==> src/phs_dsp_pkg.sv <==
// Datapath definitions shared by the phase averager and its stream source
package phs_dsp_pkg;

	// Width of one forward or reverse I/Q sample
	// Default for the dwi parameter passed down from the top level
	localparam int dwi = 17;

	// Width of one component of a complex gain
	// Default for the dwj parameter passed down from the top level
	localparam int dwj = 16;

	// One cycle of the interleaved stream
	// Both streams share the iq flag
	// iq high marks the real part, iq low the imaginary part
	// Real and imaginary parts alternate every cycle
	//
	// Layout, msb first:
	//   iq  : 1 bit
	//   fwd : dwi bits, forward downconverted sample
	//   rev : dwi bits, reverse downconverted sample
	typedef struct packed {
		// Real/imaginary flag for both samples below
		logic iq;
		// Forward stream sample, two's complement
		logic signed [dwi-1:0] fwd;
		// Reverse stream sample, two's complement
		logic signed [dwi-1:0] rev;
	} stream_sample_t;

	// Each stream is multiplied by its own complex gain
	//   fwd * kx  and  rev * ky
	// Only the imaginary part of each product is kept
	//   Im{(a + ib)(c + id)} = a*d + b*c
	// With interleaved data this is one real-by-imaginary product per cycle
	// The two imaginary cross terms are summed and integrated
	// The integrator is not saturated and wraps on overflow
	//
	// The averager output is dwi+2 bits wide
	// It is the integrator with its lsb dropped
	//
	// Latency from a sample to the output is two edges
	// One edge for the product, one for the sum, then the integrator

endpackage

==> src/phs_host_pkg.sv <==
// Host side definitions for the gain register bank
package phs_host_pkg;

	// Width of a host data word
	localparam int hdw = 16;

	// Gain register address
	// Bit 0 set selects a real part, matching the iq flag of the stream
	// Bit 1 selects the reverse stream gain
	typedef enum logic [1:0] {
		KX_IM = 2'd0,
		KX_RE = 2'd1,
		KY_IM = 2'd2,
		KY_RE = 2'd3
	} gain_sel_t;

	// One host write cycle
	// A write lands in the shadow register on the edge where wr is high
	// Shadow values reach the datapath only after a commit
	//
	// Layout, msb first:
	//   wr   : 1 bit, write strobe
	//   addr : 2 bits, gain register
	//   data : hdw bits, two's complement gain component
	typedef struct packed {
		// Write strobe, one cycle per register
		logic wr;
		// Which gain component to write
		gain_sel_t addr;
		// New gain component value
		logic [hdw-1:0] data;
	} host_wr_t;

endpackage

==> src/phs_avg.sv <==
`timescale 1ns/1ns

// Phase averager
// Imaginary cross terms of fwd*kx and rev*ky, summed and integrated
module phs_avg #(
	parameter int dwi = 17,
	parameter int dwj = 16
) (
	input  logic clk,
	input  logic rst,
	// Zeros the integrator on this edge
	input  logic intg_clear,
	// Interleaved forward and reverse samples
	input  phs_dsp_pkg::stream_sample_t sample,
	// Gain components returned for kx_addr and ky_addr
	input  logic signed [dwj-1:0] kx,
	input  logic signed [dwj-1:0] ky,
	// Gain read addresses, 1 selects the real part
	output logic [0:0] kx_addr,
	output logic [0:0] ky_addr,
	// Integrated phase error
	output logic signed [dwi+1:0] z
);

	// Aligned cross-term products
	logic signed [dwi+1:0] xmr;
	logic signed [dwi+1:0] ymr;
	// One extra bit for the sum of two products
	logic signed [dwi+2:0] sum;
	// Integrator, one more bit, wraps on overflow
	logic signed [dwi+3:0] intg;

	// The gain is read on the same phase as the sample
	// The multiplier delay turns this into the opposite part
	assign kx_addr = sample.iq;
	assign ky_addr = sample.iq;

	// Forward stream times kx
	phs_avg_mul #(
		.dwi(dwi),
		.dwj(dwj)
	) xmul (
		.clk(clk),
		.rst(rst),
		.iq(sample.iq),
		.x(sample.fwd),
		.y(kx),
		.z(xmr)
	);

	// Reverse stream times ky
	phs_avg_mul #(
		.dwi(dwi),
		.dwj(dwj)
	) ymul (
		.clk(clk),
		.rst(rst),
		.iq(sample.iq),
		.x(sample.rev),
		.y(ky),
		.z(ymr)
	);

	// Sum one edge after the products
	always_ff @(posedge clk) begin
		if (rst) begin
			sum <= '0;
		end else begin
			sum <= xmr + ymr;
		end
	end

	// Integrator
	// A clear zeros it but leaves sum in place
	// The edge after a clear loads the pending sum
	always_ff @(posedge clk) begin
		if (rst) begin
			intg <= '0;
		end else if (intg_clear) begin
			intg <= '0;
		end else begin
			intg <= intg + sum;
		end
	end

	// Drop the lsb and the top guard bit
	assign z = intg[dwi+2:1];

endmodule

==> src/phs_avg_mul.sv <==
`timescale 1ns/1ns

// Interleaved real-by-imaginary multiplier, imaginary part of x*y only
module phs_avg_mul #(
	parameter int dwi = 17,
	parameter int dwj = 16
) (
	input  logic clk,
	input  logic rst,
	// High when x and y carry the real part
	input  logic iq,
	input  logic signed [dwi-1:0] x,
	input  logic signed [dwj-1:0] y,
	output logic signed [dwi+1:0] z
);

	// Gain delayed by one cycle, one copy per phase
	logic signed [dwj-1:0] y1_re;
	logic signed [dwj-1:0] y1_im;
	// Full precision product
	logic signed [dwi+dwj-1:0] prod;

	always_ff @(posedge clk) begin
		if (rst) begin
			y1_re <= '0;
			y1_im <= '0;
			prod <= '0;
		end else begin
			// Gain part follows the phase it was read on
			if (iq) begin
				y1_re <= y;
			end else begin
				y1_im <= y;
			end
			// Real sample meets the imaginary gain of the previous cycle
			// Imaginary sample meets the real gain
			prod <= x * (iq ? y1_im : y1_re);
		end
	end

	// Drop the duplicated sign bit and the low bits
	assign z = prod[dwj+dwi-2:dwi-4];

endmodule

==> src/phs_avg_top.sv <==
`timescale 1ns/1ns

// Phase averaging top level
// Gain bank feeding the phase averager, no logic of its own
module phs_avg_top #(
	parameter int dwi = phs_dsp_pkg::dwi,
	parameter int dwj = phs_dsp_pkg::dwj
) (
	input  logic clk,
	input  logic rst,
	// Interleaved forward and reverse stream, one sample per cycle
	input  phs_dsp_pkg::stream_sample_t sample,
	// Host gain register writes
	input  phs_host_pkg::host_wr_t host_wr,
	// Apply the shadow gains at the next real sample
	input  logic commit,
	// Restart the integration
	input  logic intg_clear,
	// Integrated phase error, two edges behind the sample
	output logic signed [dwi+1:0] z,
	// Commit not yet applied
	output logic gain_pending
);

	// Gain read addresses from the averager
	logic [0:0] kx_addr;
	logic [0:0] ky_addr;
	// Active gains at those addresses
	logic signed [dwj-1:0] kx;
	logic signed [dwj-1:0] ky;

	// Gain registers
	// The averager reads them like an external memory
	prl_gain_bank #(
		.dwj(dwj)
	) gain_bank (
		.clk(clk),
		.rst(rst),
		.host_wr(host_wr),
		.commit(commit),
		.iq(sample.iq),
		.kx_addr(kx_addr),
		.ky_addr(ky_addr),
		.kx(kx),
		.ky(ky),
		.gain_pending(gain_pending)
	);

	// Multipliers, cross-term adder and integrator
	phs_avg #(
		.dwi(dwi),
		.dwj(dwj)
	) avg (
		.clk(clk),
		.rst(rst),
		.intg_clear(intg_clear),
		.sample(sample),
		.kx(kx),
		.ky(ky),
		.kx_addr(kx_addr),
		.ky_addr(ky_addr),
		.z(z)
	);

	// Latency is that of the averager
	// Sample at edge n shows on z after edge n+2
	// Gain committed on a real sample reaches the next full pair

endmodule

==> src/prl_gain_bank.sv <==
`timescale 1ns/1ns

// PRL gain bank with shadow and active copies of kx and ky
module prl_gain_bank #(
	parameter int dwj = 16
) (
	input  logic clk,
	input  logic rst,
	// Host register writes into the shadow set
	input  phs_host_pkg::host_wr_t host_wr,
	// One-cycle request to move the shadow set into the active set
	input  logic commit,
	// Stream phase, high on a real sample
	input  logic iq,
	// Read addresses from the averager, 1 selects the real part
	input  logic [0:0] kx_addr,
	input  logic [0:0] ky_addr,
	// Active gains at the requested addresses
	output logic signed [dwj-1:0] kx,
	output logic signed [dwj-1:0] ky,
	// Commit requested but not yet applied
	output logic gain_pending
);

	// Host facing copy, written one component at a time
	logic signed [dwj-1:0] shadow_q [0:3];
	// Copy seen by the multipliers
	logic signed [dwj-1:0] active_q [0:3];
	// Commit waiting for the next real sample
	logic pending_q;
	// Transfer happens on a real sample so a pair never mixes old and new
	logic xfer;

	assign xfer = pending_q && iq;

	// Shadow registers
	always_ff @(posedge clk) begin
		if (rst) begin
			for (int i = 0; i < 4; i++) begin
				shadow_q[i] <= '0;
			end
		end else if (host_wr.wr) begin
			// Only the addressed component changes
			shadow_q[host_wr.addr] <= host_wr.data;
		end
	end

	// Active registers
	// All four components move together
	// The transfer takes the shadow values from before any write on this edge
	always_ff @(posedge clk) begin
		if (rst) begin
			for (int i = 0; i < 4; i++) begin
				active_q[i] <= '0;
			end
		end else if (xfer) begin
			for (int i = 0; i < 4; i++) begin
				active_q[i] <= shadow_q[i];
			end
		end
	end

	// Pending flag
	// Set by a commit, cleared by the transfer
	// A commit while already pending is absorbed
	always_ff @(posedge clk) begin
		if (rst) begin
			pending_q <= 1'b0;
		end else if (xfer) begin
			pending_q <= 1'b0;
		end else if (commit) begin
			pending_q <= 1'b1;
		end
	end

	assign gain_pending = pending_q;

	// Address-indexed reads from the active set
	// Looks like the external gain memory of the averager
	always_comb begin
		if (kx_addr[0]) begin
			kx = active_q[phs_host_pkg::KX_RE];
		end else begin
			kx = active_q[phs_host_pkg::KX_IM];
		end
	end

	always_comb begin
		if (ky_addr[0]) begin
			ky = active_q[phs_host_pkg::KY_RE];
		end else begin
			ky = active_q[phs_host_pkg::KY_IM];
		end
	end

	// Reads are combinational
	// The multiplier registers the gain once more before use
	// A component written and committed reaches a product three edges later at most

endmodule
==> config.mk <==
export PLATFORM = sky130hd
export DESIGN_NAME = phs_avg_top
export DESIGN_NICKNAME = d
export VERILOG_FILES = /design/src/phs_dsp_pkg.sv /design/src/phs_host_pkg.sv /design/src/phs_avg.sv /design/src/phs_avg_mul.sv /design/src/phs_avg_top.sv /design/src/prl_gain_bank.sv
export SDC_FILE = /design/constraint.sdc
export NUM_CORES = 2
export LEC_CHECK = 0
export ABC_AREA = 1
export ABC_CLOCK_PERIOD_IN_PS = 5650
export BUFFER_PORTS_ARGS = -buffer_cell sky130_fd_sc_hd__buf_2
export CORE_MARGIN = 1
export CORE_UTILIZATION = 59
export DETAILED_ROUTE_END_ITERATION = 6
export MAX_ROUTING_LAYER = met4
export PLACE_DENSITY_LB_ADDON = 0.25
export SYNTH_ARGS = -nofsm -noshare
export SYNTH_HDL_FRONTEND = slang
export SYNTH_SLANG_ARGS = --single-unit
==> constraint.sdc <==
create_clock -name clk -period 5.65 [get_ports clk]
set_clock_uncertainty 0.1 [all_clocks]
set_input_delay 0.565 -clock clk [delete_from_list [all_inputs] [get_ports clk]]
set_output_delay 0.565 -clock clk [all_outputs]
set_load 0.01 [all_outputs]
==> metrics.txt <==
drt total wl around 90 mm; Leak 20.32 nW; Routability Congestion 0.9805; YS warnings 0; root buffer cell clkbuf_16; number of detailed-routing iterations run before antenna repair 7; CORE AREA around 53,000 um2; I/O Buffers 77; Netlist Area Pre-Place 31,740 um2; sequential cell area fraction in the yosys report 21.13%; Crit path top cell by count fa_1; minimum clock period around 5.7 ns; IR drop worst, VDD 387.3 uV; asr flop ratio synth 0%; failing checks DRC, setup timing; CTS Buf Count 30; DR iter-0 viols just over 2,000; layout cells sized above 1 between 20% and 30%; Max Cap Violations 0; worst slew pin tran 0.8708 ns; P per Cell Area 369.8 nW/um2; Worst Slack Setup Final -0.05506 ns; Worst Path Required 6.00 ns; number of synthesized register bits 271; global route hottest layer met2; remaining antenna violation count after routing 0; met1 Usage GRT 44.07%; vias in the first global route ~27,000; Initial Utilization around 60%; clk sinks 271; Layout area overhead 25.10%; Main synth FF type dfxtp_1; global-route wire length before repair 140.4 mm; post-route clock period utilization 101.0%; met2 Resource Use GR between 50 and 60%; hold buffers post-CTS 0; Relative slew margins 41.74%; Worst R2R End avg.ymul.prod[28]$_SDFF_PP0_; Synth Area per Inst 8.268 um2; hold path startpoint commit; RSZ-0062 raised after global routing yes; largest net degree at the start of global routing 50; Worst path slowest cell fa_2; post-synth cell types 43; # DRC 4; Reg2Reg Setup Slack -0.01 ns; row count 84; die span in y 233.9 um; CP max FO 10; Syn Inst Count 3,839; outcome complete, but fails checks; setup violators final 5; Crit. End Element flop; Hold Violations, Final 0; dpl hpwl approximately 72 mm; placed inst area ~36,000 um2; Worst-Skew Late Latency 0.59 ns; Ant. Diodes 0; Die Wd 233.9 um; Max H-tree Level 1; fmax 175.3 MHz; WHS Path Cells 3; WHS Endpoint gain_bank.gain_pending$_SDFFE_PP0P_; post-layout net count 5,176; GR Overflow Total 0; Post-synth EDFFs 128; worst min-delay path category in2reg; routed vias 26,890; reg2reg start avg.ymul.y1_re[15]$_SDFFE_PP0P_; critical path class in2reg; startpoint types input pin; Final Util 75.10%; syn_nets 4,641; Slew Viols, Final 0; DIE AREA roughly 55,000 um2; post-layout instance area 39,700 um2; CP arrival 6.05 ns; Tot GR Track Use between 30% and 40%; clock buffer depth 3; CTS tree done; CP peak stage delay ~0.59 ns; cell depth of the worst flop-to-flop path 24; Reg clk slew, reported paths 0.06 ns; initial antenna violation count 0; vias per cell 5.287; IO Pins 78; met3 usage 5.314%; wire per inst between 15 and 20 um
==> power breakdown <==
group | switching, W | internal, W
clock | 0.000818 | 0.00128
sequential | 0.000140 | 0.00236
combinational | 0.00572 | 0.00436
==> routing by layer <==
layer	routed length, um	part of all wire (%)
met4	3549	3.9
met1	36090	40
met2	43390	48
met5	0	0
met3	7114	7.9
==> kinds of logic after synthesis <==
kind of cell / Yosys count / share of synthesized area (%)
AOI/OAI and AO/OA: 349 / 5.965
xor gates and xnor gates: 10 / 0.2760
buffers and inverters: 973 / 11.83
and+or+nand+nor: 1492 / 18.46
adders and majority gates: 744 / 42.34
DFF: 271 / 21.13
==> area by class of cell <==
type,instances,area (um2)
Timing Repair Buffer,609,4846
Clock inverter,17,234.0
Tap cell,688,860.8
Multi-Input combinational cell,2595,22860
Sequential cell,271,6711
Timing Repair inverter,1,8.758
Clock buffer,39,844.6
Inverter,866,3336
Fill cell,3825,13160
==> synth_stat cells (18+ instances only) <==
| cell type | number | area, um2 |
|---|---|---|
| nand2_1 | 754 | 2830 |
| clkinv_1 | 18 | 67.56 |
| fa_1 | 550 | 11010 |
| dfxtp_1 | 143 | 2863 |
| inv_1 | 845 | 3172 |
| ha_1 | 194 | 2427 |
| o21ai_0 | 70 | 350.3 |
| nand3_1 | 73 | 365.4 |
| buf_4 | 20 | 150.1 |
| clkbuf_1 | 59 | 221.5 |
| edfxtp_1 | 128 | 3844 |
| a21oi_1 | 218 | 1091 |
| nor2_1 | 599 | 2248 |
| nor3_1 | 21 | 105.1 |
==> worst max-delay path, delay by kind of cell <==
kind,cells,cell delay (ns)
buffers and inverters,9,0.89
AOI/OAI and AO/OA,2,0.41
adders and majority gates,7,3.42
and+or+nand+nor,9,0.75
==> worst max path at each step <==
stage	from	to	slack, ns	cells past startpoint
floorplan	sample[34]	avg.ymul.prod[29]$_SDFF_PP0_	-0.03	25
global placement	sample[34]	avg.xmul.prod[25]$_SDFF_PP0_	-0.83	27
detailed placement	sample[34]	avg.xmul.prod[25]$_SDFF_PP0_	-0.97	28
CTS	sample[34]	avg.xmul.prod[25]$_SDFF_PP0_	-0.04	28
global route	sample[34]	avg.xmul.prod[25]$_SDFF_PP0_	-0.19	28
finish	sample[34]	avg.xmul.prod[28]$_SDFF_PP0_	-0.06	27
==> state kept, by name, indices dropped and copies added, names as in the netlist <==
register / flops
avg.xmul.y1_re: 16
avg.intg: 20
avg.ymul.y1_re: 16
avg.sum: 20
gain_bank.active_q: 64
gain_bank.gain_pending: 1
avg.xmul.prod: 19
gain_bank.shadow_q: 64
avg.xmul.y1_im: 16
avg.ymul.prod: 19
avg.ymul.y1_im: 16
==> through the flow <==
| stage | setup WS [ns] | TNS, ns | power (W) | hold WS [ns] | instances |
|---|---|---|---|---|---|
| floorplan | -0.03055 | -0.03055 | 0.007351 | 0.3459 | 3839 |
| global placement | -0.8280 | -24.00 | 0.01025 | 0.3605 | 4976 |
| CTS | -0.03587 | -0.04138 | 0.01279 | 0.07727 | 5042 |
| global route | -0.1910 | -2.903 | 0.01581 | 0.1036 | 5086 |
| finish | -0.05506 | -0.1779 | 0.01468 | 0.09046 | 5086 |
| detailed placement | -0.9673 | -26.36 | 0.01039 | 0.3731 | 4976 |
==> what timing repair did <==
action / in CTS / in global routing
setup buffers: 9 / 43
pin swaps: 19 / 150
endpoints found under the setup margin: 36 / 37
resized for setup: 77 / 393
gates cloned: 1 / 1
==> layout by cell type (no fill, tap or decap), drive strengths merged <==
| master | count |
|---|---|
| inv | 857 |
| nand2 | 766 |
| buf | 608 |
| nor2 | 599 |
| fa | 550 |
| a21oi | 221 |
| ha | 194 |
| dfxtp | 143 |
| edfxtp | 128 |
| nand3 | 74 |
| o21ai | 74 |
| clkbuf | 39 |
| clkinv | 22 |
| nor3 | 21 |
| o21a | 17 |
| nand4 | 16 |
| o21bai | 13 |
| a21o | 12 |
| xor2 | 7 |
| nor4 | 7 |
| a31oi | 6 |
| nand3b | 5 |
| bufinv | 5 |
| xnor2 | 3 |
| o31ai | 2 |
| and2 | 1 |
| o311ai | 1 |
| o211ai | 1 |
| a21boi | 1 |
| or2 | 1 |
| a211o | 1 |
| and3 | 1 |
| nor3b | 1 |
| bufbuf | 1 |
Power figures use the tool's default switching activity.
